## src/hw/mvm_pkg.sv

```systemverilog
`default_nettype none

package mvm_pkg;

	typedef logic [11:0] addr_t;
	typedef logic [15:0] word_t;
	typedef logic [7:0] count_t;
	typedef logic [7:0] elem_pair_t;
	typedef logic [15:0] prod_t;
	typedef logic [16:0] sum_t;

	// header values for bits per element
	typedef enum logic [3:0] {
		PREC_2 = 4'd2,
		PREC_4 = 4'd4,
		PREC_8 = 4'd8
	} prec_t;

	typedef enum logic [2:0] {
		LANE_OFF = 3'd0,
		L2_0     = 3'd1,
		L2_1     = 3'd2,
		L2_2     = 3'd3,
		L2_3     = 3'd4,
		L4_0     = 3'd5,
		L4_1     = 3'd6,
		L8_0     = 3'd7
	} lane_sel_t;

	typedef enum logic [1:0] {
		ADDR_HOLD,
		ADDR_STEP,
		ADDR_REWIND,
		ADDR_CLEAR
	} addr_op_t;

	// size word that ends a run
	localparam count_t SIZE_END = 8'hff;

endpackage

`default_nettype wire

```

## src/hw/mvm_lane_unpack.sv

```systemverilog
`default_nettype none
`timescale 1ns/1ps

module mvm_lane_unpack (
	input  mvm_pkg::word_t        word,
	input  mvm_pkg::lane_sel_t    lane_sel,
	output mvm_pkg::elem_pair_t   elem_lo,
	output mvm_pkg::elem_pair_t   elem_hi
);

	// elements are unsigned, zero extended to the multiplier width
	always_comb
	begin
		case (lane_sel)
			mvm_pkg::L2_0:
			begin
				elem_lo = {6'd0, word[1:0]};
				elem_hi = {6'd0, word[3:2]};
			end
			mvm_pkg::L2_1:
			begin
				elem_lo = {6'd0, word[5:4]};
				elem_hi = {6'd0, word[7:6]};
			end
			mvm_pkg::L2_2:
			begin
				elem_lo = {6'd0, word[9:8]};
				elem_hi = {6'd0, word[11:10]};
			end
			mvm_pkg::L2_3:
			begin
				elem_lo = {6'd0, word[13:12]};
				elem_hi = {6'd0, word[15:14]};
			end
			mvm_pkg::L4_0:
			begin
				elem_lo = {4'd0, word[3:0]};
				elem_hi = {4'd0, word[7:4]};
			end
			mvm_pkg::L4_1:
			begin
				elem_lo = {4'd0, word[11:8]};
				elem_hi = {4'd0, word[15:12]};
			end
			mvm_pkg::L8_0:
			begin
				elem_lo = word[7:0];
				elem_hi = word[15:8];
			end
			default:
			begin
				elem_lo = '0;
				elem_hi = '0;
			end
		endcase
	end

endmodule

`default_nettype wire

```

## src/hw/mvm_mac_pipeline.sv

```systemverilog
`default_nettype none
`timescale 1ns/1ps

module mvm_mac_pipeline (
	input  logic                  clk,
	input  logic                  reset_b,
	input  mvm_pkg::word_t        in_word,
	input  mvm_pkg::word_t        wt_word,
	input  mvm_pkg::lane_sel_t    lane_sel,
	input  logic                  accumulate,
	input  logic                  write_en,
	input  mvm_pkg::addr_t        wr_addr_in,
	output mvm_pkg::addr_t        out_wr_addr,
	output mvm_pkg::word_t        out_wr_data,
	output logic                  out_wr_en
);

	mvm_pkg::word_t in_s1;
	mvm_pkg::word_t wt_s1;
	mvm_pkg::lane_sel_t sel_s1;
	logic acc_s1;
	logic wen_s1;
	mvm_pkg::addr_t addr_s1;
	mvm_pkg::elem_pair_t in_lo;
	mvm_pkg::elem_pair_t in_hi;
	mvm_pkg::elem_pair_t wt_lo;
	mvm_pkg::elem_pair_t wt_hi;
	mvm_pkg::prod_t prod_lo_s2;
	mvm_pkg::prod_t prod_hi_s2;
	logic acc_s2;
	logic wen_s2;
	mvm_pkg::addr_t addr_s2;
	mvm_pkg::word_t feedback;
	mvm_pkg::sum_t sum;
	mvm_pkg::sum_t sum_s3;
	logic wen_s3;
	mvm_pkg::addr_t addr_s3;

	mvm_lane_unpack i_in_unpack (
		.word     (in_s1),
		.lane_sel (sel_s1),
		.elem_lo  (in_lo),
		.elem_hi  (in_hi)
	);

	mvm_lane_unpack i_wt_unpack (
		.word     (wt_s1),
		.lane_sel (sel_s1),
		.elem_lo  (wt_lo),
		.elem_hi  (wt_hi)
	);

	// running row sum wraps at 16 bits
	assign feedback = acc_s2 ? sum_s3[15:0] : '0;
	assign sum = {1'b0, prod_lo_s2} + {1'b0, prod_hi_s2} + {1'b0, feedback};

	always_ff @(posedge clk)
	begin
		in_s1 <= in_word;
		wt_s1 <= wt_word;
		prod_lo_s2 <= in_lo * wt_lo;
		prod_hi_s2 <= in_hi * wt_hi;
		sum_s3 <= sum;
	end

	// address and strobe travel with their pair
	always_ff @(posedge clk)
	begin
		if (!reset_b)
		begin
			sel_s1 <= mvm_pkg::LANE_OFF;
			{acc_s1, wen_s1, acc_s2, wen_s2, wen_s3} <= '0;
			{addr_s1, addr_s2, addr_s3} <= '0;
		end
		else
		begin
			sel_s1 <= lane_sel;
			acc_s1 <= accumulate;
			wen_s1 <= write_en;
			addr_s1 <= wr_addr_in;
			acc_s2 <= acc_s1;
			wen_s2 <= wen_s1;
			addr_s2 <= addr_s1;
			wen_s3 <= wen_s2;
			addr_s3 <= addr_s2;
		end
	end

	assign out_wr_addr = addr_s3;
	assign out_wr_data = sum_s3[15:0];
	assign out_wr_en = wen_s3;

endmodule

`default_nettype wire

```

## src/hw/mvm_address_gen.sv

```systemverilog
`default_nettype none
`timescale 1ns/1ps

module mvm_address_gen (
	input  logic                 clk,
	input  logic                 reset_b,
	input  mvm_pkg::addr_op_t    in_addr_op,
	input  mvm_pkg::addr_op_t    wt_addr_op,
	input  mvm_pkg::addr_op_t    out_addr_op,
	input  mvm_pkg::addr_t       rewind_words,
	output mvm_pkg::addr_t       in_rd_addr,
	output mvm_pkg::addr_t       wt_rd_addr,
	output mvm_pkg::addr_t       out_wr_addr
);

	mvm_pkg::addr_t in_reg;
	mvm_pkg::addr_t wt_reg;
	mvm_pkg::addr_t out_reg;
	mvm_pkg::addr_t in_next;
	mvm_pkg::addr_t wt_next;
	mvm_pkg::addr_t out_next;

	function automatic mvm_pkg::addr_t next_addr(input mvm_pkg::addr_t cur,
			input mvm_pkg::addr_op_t op, input mvm_pkg::addr_t back);
		case (op)
			mvm_pkg::ADDR_STEP: next_addr = cur + 12'd1;
			mvm_pkg::ADDR_REWIND: next_addr = cur + 12'd1 - back;
			mvm_pkg::ADDR_CLEAR: next_addr = '0;
			default: next_addr = cur;
		endcase
	endfunction

	// only the input side ever rewinds
	assign in_next = next_addr(in_reg, in_addr_op, rewind_words);
	assign wt_next = next_addr(wt_reg, wt_addr_op, '0);
	assign out_next = next_addr(out_reg, out_addr_op, '0);

	// read ports see the next value so the data arrives with the register
	assign in_rd_addr = in_next;
	assign wt_rd_addr = wt_next;
	assign out_wr_addr = out_reg;

	always_ff @(posedge clk)
	begin
		if (!reset_b)
		begin
			in_reg <= '0;
			wt_reg <= '0;
			out_reg <= '0;
		end
		else
		begin
			in_reg <= in_next;
			wt_reg <= wt_next;
			out_reg <= out_next;
		end
	end

endmodule

`default_nettype wire

```

## src/hw/mvm_sequencer.sv

```systemverilog
`default_nettype none
`timescale 1ns/1ps

module mvm_sequencer (
	input  logic                  clk,
	input  logic                  reset_b,
	input  logic                  run,
	input  mvm_pkg::word_t        in_rd_data,
	output logic                  busy,
	output mvm_pkg::addr_op_t     in_addr_op,
	output mvm_pkg::addr_op_t     wt_addr_op,
	output mvm_pkg::addr_op_t     out_addr_op,
	output mvm_pkg::addr_t        rewind_words,
	output mvm_pkg::lane_sel_t    lane_sel,
	output logic                  accumulate,
	output logic                  write_en
);

	typedef enum logic [2:0] {
		S_IDLE,
		S_SIZE,
		S_PREC,
		S_LANE,
		S_DRAIN1,
		S_DRAIN2
	} seq_state_t;

	seq_state_t state;
	seq_state_t next_state;
	mvm_pkg::count_t n_size;
	mvm_pkg::prec_t prec;
	mvm_pkg::count_t col_cnt;
	mvm_pkg::count_t row_cnt;
	logic [1:0] lane_idx;
	logic [1:0] last_lane;
	logic [1:0] word_shift;
	mvm_pkg::lane_sel_t pair_sel;
	logic first_pair;
	logic last_pair;
	logic last_row;

	// lanes per word and words per vector follow the precision
	always_comb
	begin
		case (prec)
			mvm_pkg::PREC_2:
			begin
				last_lane = 2'd3;
				word_shift = 2'd3;
				case (lane_idx)
					2'd0: pair_sel = mvm_pkg::L2_0;
					2'd1: pair_sel = mvm_pkg::L2_1;
					2'd2: pair_sel = mvm_pkg::L2_2;
					default: pair_sel = mvm_pkg::L2_3;
				endcase
			end
			mvm_pkg::PREC_4:
			begin
				last_lane = 2'd1;
				word_shift = 2'd2;
				pair_sel = lane_idx[0] ? mvm_pkg::L4_1 : mvm_pkg::L4_0;
			end
			default:
			begin
				last_lane = 2'd0;
				word_shift = 2'd1;
				pair_sel = mvm_pkg::L8_0;
			end
		endcase
	end

	assign rewind_words = {4'd0, n_size >> word_shift};
	assign first_pair = (col_cnt == 8'd0);
	assign last_pair = (col_cnt == n_size - 8'd2);
	assign last_row = (row_cnt == n_size - 8'd1);

	always_comb
	begin
		next_state = state;
		in_addr_op = mvm_pkg::ADDR_HOLD;
		wt_addr_op = mvm_pkg::ADDR_HOLD;
		out_addr_op = mvm_pkg::ADDR_HOLD;
		lane_sel = mvm_pkg::LANE_OFF;
		accumulate = 1'b0;
		write_en = 1'b0;
		case (state)
			S_IDLE:
			begin
				if (run)
				begin
					in_addr_op = mvm_pkg::ADDR_CLEAR;
					wt_addr_op = mvm_pkg::ADDR_CLEAR;
					out_addr_op = mvm_pkg::ADDR_CLEAR;
					next_state = S_SIZE;
				end
			end
			S_SIZE:
			begin
				if (in_rd_data[7:0] == mvm_pkg::SIZE_END)
					next_state = S_DRAIN1;
				else
				begin
					in_addr_op = mvm_pkg::ADDR_STEP;
					next_state = S_PREC;
				end
			end
			S_PREC:
			begin
				in_addr_op = mvm_pkg::ADDR_STEP;
				next_state = S_LANE;
			end
			S_LANE:
			begin
				lane_sel = pair_sel;
				accumulate = !first_pair;
				write_en = last_pair;
				if (lane_idx == last_lane)
				begin
					in_addr_op = mvm_pkg::ADDR_STEP;
					wt_addr_op = mvm_pkg::ADDR_STEP;
				end
				if (last_pair)
				begin
					out_addr_op = mvm_pkg::ADDR_STEP;
					// after the last row the input address runs on to the next header
					if (last_row)
						next_state = S_SIZE;
					else
						in_addr_op = mvm_pkg::ADDR_REWIND;
				end
			end
			// let the last row leave the pipeline
			S_DRAIN1: next_state = S_DRAIN2;
			S_DRAIN2: next_state = S_IDLE;
			default: next_state = S_IDLE;
		endcase
	end

	always_ff @(posedge clk)
	begin
		if (!reset_b)
		begin
			state <= S_IDLE;
			busy <= 1'b0;
			n_size <= '0;
			prec <= mvm_pkg::PREC_8;
			col_cnt <= '0;
			row_cnt <= '0;
			lane_idx <= 2'd0;
		end
		else
		begin
			state <= next_state;
			busy <= (next_state != S_IDLE);
			if (state == S_SIZE)
				n_size <= in_rd_data[7:0];
			if (state == S_PREC)
			begin
				prec <= mvm_pkg::prec_t'(in_rd_data[3:0]);
				col_cnt <= '0;
				row_cnt <= '0;
				lane_idx <= 2'd0;
			end
			if (state == S_LANE)
			begin
				lane_idx <= (lane_idx == last_lane) ? 2'd0 : lane_idx + 2'd1;
				if (last_pair)
				begin
					col_cnt <= '0;
					row_cnt <= row_cnt + 8'd1;
				end
				else
					col_cnt <= col_cnt + 8'd2;
			end
		end
	end

endmodule

`default_nettype wire

```

## src/hw/mvm_top.sv

```systemverilog
`default_nettype none
`timescale 1ns/1ps

module mvm_top (
	input  logic                clk,
	input  logic                reset_b,
	input  logic                run,
	output logic                busy,
	output mvm_pkg::addr_t      in_rd_addr,
	input  mvm_pkg::word_t      in_rd_data,
	output mvm_pkg::addr_t      wt_rd_addr,
	input  mvm_pkg::word_t      wt_rd_data,
	output mvm_pkg::addr_t      out_wr_addr,
	output mvm_pkg::word_t      out_wr_data,
	output logic                out_wr_en
);

	mvm_pkg::addr_op_t in_addr_op;
	mvm_pkg::addr_op_t wt_addr_op;
	mvm_pkg::addr_op_t out_addr_op;
	mvm_pkg::addr_t rewind_words;
	mvm_pkg::addr_t row_addr;
	mvm_pkg::lane_sel_t lane_sel;
	logic accumulate;
	logic write_en;

	mvm_sequencer i_mvm_sequencer (
		.clk          (clk),
		.reset_b      (reset_b),
		.run          (run),
		.in_rd_data   (in_rd_data),
		.busy         (busy),
		.in_addr_op   (in_addr_op),
		.wt_addr_op   (wt_addr_op),
		.out_addr_op  (out_addr_op),
		.rewind_words (rewind_words),
		.lane_sel     (lane_sel),
		.accumulate   (accumulate),
		.write_en     (write_en)
	);

	mvm_address_gen i_mvm_address_gen (
		.clk          (clk),
		.reset_b      (reset_b),
		.in_addr_op   (in_addr_op),
		.wt_addr_op   (wt_addr_op),
		.out_addr_op  (out_addr_op),
		.rewind_words (rewind_words),
		.in_rd_addr   (in_rd_addr),
		.wt_rd_addr   (wt_rd_addr),
		.out_wr_addr  (row_addr)
	);

	// memory data lines up with the lane controls of the same cycle
	mvm_mac_pipeline i_mvm_mac_pipeline (
		.clk         (clk),
		.reset_b     (reset_b),
		.in_word     (in_rd_data),
		.wt_word     (wt_rd_data),
		.lane_sel    (lane_sel),
		.accumulate  (accumulate),
		.write_en    (write_en),
		.wr_addr_in  (row_addr),
		.out_wr_addr (out_wr_addr),
		.out_wr_data (out_wr_data),
		.out_wr_en   (out_wr_en)
	);

endmodule

`default_nettype wire

```

## config.mk

```make
export PLATFORM = sky130hd
export DESIGN_NAME = mvm_top
export DESIGN_NICKNAME = d
export VERILOG_FILES = /design/src/hw/mvm_pkg.sv /design/src/hw/mvm_lane_unpack.sv /design/src/hw/mvm_mac_pipeline.sv /design/src/hw/mvm_address_gen.sv /design/src/hw/mvm_sequencer.sv /design/src/hw/mvm_top.sv
export SDC_FILE = /design/constraint.sdc
export NUM_CORES = 1
export LEC_CHECK = 0
export BUFFER_PORTS_ARGS = -buffer_cell sky130_fd_sc_hd__buf_4
export CORE_MARGIN = 2
export CORE_UTILIZATION = 55
export CTS_CLUSTER_SIZE = 20
export DETAILED_ROUTE_END_ITERATION = 8
export GPL_TIMING_DRIVEN = 0
export HOLD_SLACK_MARGIN = 0.08
export PLACE_DENSITY = 0.87
export SLEW_MARGIN = 20
export SYNTH_ARGS = -nofsm -noshare
export SYNTH_HDL_FRONTEND = slang
export SYNTH_HIERARCHICAL = 1
export SYNTH_SLANG_ARGS = --single-unit
```

## constraint.sdc

```tcl
create_clock -name clk -period 5 [get_ports clk]
set_clock_uncertainty 0.1 [all_clocks]
set_input_delay 0.75 -clock clk [delete_from_list [all_inputs] [get_ports clk]]
set_output_delay 0.75 -clock clk [all_outputs]
set_load 0.1 [all_outputs]
```

==> results summary <==
The run finished, with violations left. The final reports fail on negative setup slack. TritonCTS built the clock tree.

The count of maximum capacitance violations is 0. The final count of pins violating max slew is 0. The number of nets in the final layout came out at ~1900. The deepest clock path buffer count came out at 2. Along the worst path, the maximum fanout reaches 7. The synthesized design contains 0 enable-type register cells. The tightest slew margin relative to the limit is a little under half. Measured along the y axis, the die boundary spans 162.4 um. For the worst setup path, the data required time is 5.23 ns. The worst register-to-register path has a setup slack of -0.10 ns.

Clock latency on the worst-skew pair, taken at its later pin, is 0.46 ns. The half-perimeter wire length of the detailed placement result came out at 24420 um. The first global-routing pass estimated 55030 um of wire. The number of sinks on the clock net came out at 193.

The count of synthesis-stage warnings from yosys came out at 6. In this run, synthesis produced a sequential element count of 193. The data arrival at the endpoint of the critical path came out at 5.34 ns. The tightest hold margin is 0.2928 ns. In this run the critical register-to-register path is captured at i_mvm_mac_pipeline/prod_lo_s2[15]. The worst hold path belongs to the class input pin to register. The post-route netlist has 19.36% of its cells at a drive strength greater than 1. Setup violations remaining at the end of the flow were counted as 5. The final weighted congestion in routability-driven placement is approximately 0.94. The power density over cell area is 261.5 nW/um2. Wires add up to 36740 um.

Dividing the detail-routed wire length by the instance count gives 18.30 um. The fraction of registers with async set or reset after synthesis came out at 0%. The worst-case IR drop observed on VDD is 0.0005137 V.

The final cell utilization of the core is between 60% and 70%. The worst path setup slack after routing is -0.1045 ns. The number of antenna violations at the first check in global routing came to 0. The signed area change from the synthesized netlist to the final layout is 18.86%. The summed instance area of the synthesized netlist came out at 13800 um2. The die is 162.4 um wide. The netlist uses 78 different library cells.

The number of global-route vias before repair was 11300. In this run the count of I/O pins placed on the die edge is 89. The post-detailed-route count of antenna-violating nets is 0. The global routing usage on met2 came out at 46.87%. The kind of capture point of the worst setup path is a register. The clock period minus final worst setup slack came out at 5.104 ns. In the global route stage, met1 resource usage came out at 30.78%. After detailed routing, the number of remaining DRC violations is 0.

The number of instances in the synthesized netlist is 1535. The final hold violation count is 0. The core outline area is 24460 um2. The number of vias per cell came out at approximately 6. Global routing consumed, over all layers together, 25.85% of the routing resources. The count of routing violations after the opening detailed-route iteration came out at around 1000. The final critical-path share of the clock period is 102.1%. The depth of the most critical reg-to-reg path came out at 20. The via count is 11830. The number of input and output port buffers inserted came out at 88. The synthesized area per cell came out at 8.987 um2. The site row count is 57.

After clock tree synthesis, the clock-pin slew on the worst setup and hold paths is 0.09 ns. The overall overflow remaining after global route is 0. Summed over all cells, the static leakage comes to 7.494 nW.

The worst register-to-register path begins at i_mvm_mac_pipeline/sel_s1[1]. Setup repair after global routing could not meet its margin everywhere. The die area is 26370 um2. The first detailed-routing pass ran for 5 iterations.

For hold timing, the worst endpoint is i_mvm_mac_pipeline/wt_s1[15]. The startpoint identified for the worst hold timing path is wt_rd_data[15]. Entering global routing, the biggest net connects 25 pins. The critical path is of the register to register type.

STA classifies the critical path startpoint as a register. Among all flip-flop cells after synthesis, the most frequent one is sky130_fd_sc_hd__dfxtp_1. The number of buffers inserted during clock tree synthesis is 17.

The number of cells on the worst hold path is 1. The number of diodes added for antenna fixing came out at 0. For this run, global-route usage on met3 was measured as roughly 4.3%. The hold buffer count at cts is 0. The actual slew at the worst max-slew pin came out at 0.7877 ns. The maximum frequency from static timing analysis is 195.9 MHz. The count of H-tree levels built during CTS came out at 4. The cell at the root of the clock tree is sky130_fd_sc_hd__clkbuf_16.

The global-route layer with the greatest usage is met2. The share of the yosys chip area belonging to registers came out at 28.01%. The initial standard-cell utilization of the core came out at 56.40%.
worst max-delay path: stages (launching register included):
cell and delay (ns):
sky130_fd_sc_hd__dfxtp_4 0.38, sky130_fd_sc_hd__buf_8 0.13, sky130_fd_sc_hd__buf_4 0.11, sky130_fd_sc_hd__mux2_2 0.33, sky130_fd_sc_hd__a221oi_2 0.25, sky130_fd_sc_hd__a31oi_2 0.11
sky130_fd_sc_hd__buf_4 0.17, sky130_fd_sc_hd__buf_4 0.15, sky130_fd_sc_hd__and2_1 0.14, sky130_fd_sc_hd__ha_1 0.28, sky130_fd_sc_hd__ha_1 0.28, sky130_fd_sc_hd__inv_1 0.06
sky130_fd_sc_hd__fa_1 0.51, sky130_fd_sc_hd__fa_1 0.55, sky130_fd_sc_hd__inv_1 0.06, sky130_fd_sc_hd__ha_4 0.31, sky130_fd_sc_hd__nand3b_1 0.18, sky130_fd_sc_hd__a21oi_4 0.26
sky130_fd_sc_hd__o211ai_1 0.16, sky130_fd_sc_hd__buf_4 0.17, sky130_fd_sc_hd__o211a_4 0.27
layer usage:
metal,routed length (um),vias up,share of wire (%)
met3,2385,157,6.5
met5,0,-,0
met2,18720,551,51
li1,-,5427,-
met4,1844,0,5.0
met1,13790,5693,38
synth_stat cells, types with 16 or more instances:
| cell type | number | share of area, % |
|---|---|---|
| sky130_fd_sc_hd__a21o_1 | 21 | 1.1 |
| sky130_fd_sc_hd__a21oi_1 | 56 | 2.0 |
| sky130_fd_sc_hd__and2_1 | 201 | 9.1 |
| sky130_fd_sc_hd__and3_1 | 19 | 0.86 |
| sky130_fd_sc_hd__clkbuf_1 | 19 | 0.52 |
| sky130_fd_sc_hd__dfxtp_1 | 193 | 28 |
| sky130_fd_sc_hd__fa_1 | 89 | 13 |
| sky130_fd_sc_hd__ha_1 | 108 | 9.8 |
| sky130_fd_sc_hd__inv_1 | 138 | 3.8 |
| sky130_fd_sc_hd__mux2i_1 | 19 | 1.4 |
| sky130_fd_sc_hd__nand2_1 | 107 | 2.9 |
| sky130_fd_sc_hd__nand3_1 | 36 | 1.3 |
| sky130_fd_sc_hd__nor2_1 | 96 | 2.6 |
| sky130_fd_sc_hd__nor2b_1 | 18 | 0.82 |
| sky130_fd_sc_hd__nor3_1 | 22 | 0.80 |
| sky130_fd_sc_hd__o21a_1 | 16 | 0.87 |
| sky130_fd_sc_hd__o21ai_0 | 49 | 1.8 |
| sky130_fd_sc_hd__xnor2_1 | 52 | 3.3 |
| sky130_fd_sc_hd__xor2_1 | 41 | 2.6 |
cell families after synthesis:
family	count (synthesis)	share of synthesized area (%)
muxes	30	2.276
adders and majority gates	197	22.71
DFF	193	28.01
and+or+nand+nor	578	23.03
AOI/OAI and AO/OA	252	11.90
xor gates and xnor gates	95	6.140
other	1	0.02718
buffers and inverters	189	5.913
repair_timing:
action / 4_1_cts / 5_1_grt
setup buffers: 9 / 15
gates cloned: 0 / 1
pin swaps: 17 / 68
endpoints found under the setup margin: 19 / 25
resized for setup: 81 / 97
worst max path at each step:
stage                            startpoint                                 to  slack (ns)  depth (start not counted)
6_report       i_mvm_mac_pipeline/sel_s1[1]  i_mvm_mac_pipeline/prod_lo_s2[15]       -0.10                         20
4_1_cts        i_mvm_mac_pipeline/sel_s1[1]  i_mvm_mac_pipeline/prod_lo_s2[15]      -0.003                         17
3_5_place_dp   i_mvm_mac_pipeline/sel_s1[2]  i_mvm_mac_pipeline/prod_lo_s2[12]       -0.67                         17
3_3_place_gp   i_mvm_mac_pipeline/sel_s1[2]  i_mvm_mac_pipeline/prod_lo_s2[15]       -0.58                         16
2_1_floorplan       i_mvm_sequencer/prec[2]                      wt_rd_addr[3]       -0.17                          9
5_1_grt        i_mvm_mac_pipeline/sel_s1[1]  i_mvm_mac_pipeline/prod_hi_s2[15]       -0.20                         17
layout make-up:
class	count	area (um2)
Timing Repair Buffer	113	873.3
Buffer	51	325.3
Multi-Input combinational cell	1157	9756
Clock buffer	17	425.4
Sequential cell	193	3872
Inverter	138	518.0
Clock inverter	15	221.5
Tap cell	324	405.4
Fill cell	1745	8065
stage by stage:
step	std cells	total power [mW]	cell area [um2]	setup TNS [ns]	setup slack, ns
2_1_floorplan	1539	2.545	13810	-0.3798	-0.1699
3_3_place_gp	1951	2.772	14880	-4.790	-0.5753
3_5_place_dp	1951	2.800	14880	-6.033	-0.6718
4_1_cts	1992	4.267	15840	-0.002838	-0.002838
5_1_grt	2008	4.455	16400	-1.198	-0.1990
6_report	2008	4.288	16400	-0.2710	-0.1045
power by group:
part           leakage, nW  internal (mW)  switching, mW
clock                0.311          0.709          0.763
combinational         5.61          0.374          0.794
sequential            1.57           1.59         0.0557
cell usage in the layout (no fill, tap or decap), types with 12 or more instances in the layout:
master                      instances
sky130_fd_sc_hd__a21o_1            21
sky130_fd_sc_hd__a21oi_1           50
sky130_fd_sc_hd__and2_1           177
sky130_fd_sc_hd__and2_4            16
sky130_fd_sc_hd__and3_1            17
sky130_fd_sc_hd__buf_4            125
sky130_fd_sc_hd__clkbuf_1          19
sky130_fd_sc_hd__clkbuf_16         18
sky130_fd_sc_hd__dfxtp_1          190
sky130_fd_sc_hd__fa_1              78
sky130_fd_sc_hd__ha_1              95
sky130_fd_sc_hd__ha_4              13
sky130_fd_sc_hd__inv_1            126
sky130_fd_sc_hd__inv_2             12
sky130_fd_sc_hd__mux2i_1           19
sky130_fd_sc_hd__nand2_1          106
sky130_fd_sc_hd__nand3_1           35
sky130_fd_sc_hd__nand4_1           12
sky130_fd_sc_hd__nor2_1            93
sky130_fd_sc_hd__nor3_1            20
sky130_fd_sc_hd__o21a_1            16
sky130_fd_sc_hd__o21ai_0           44
sky130_fd_sc_hd__xnor2_1           49
sky130_fd_sc_hd__xor2_1            40
(Power assumes the default switching activity.)
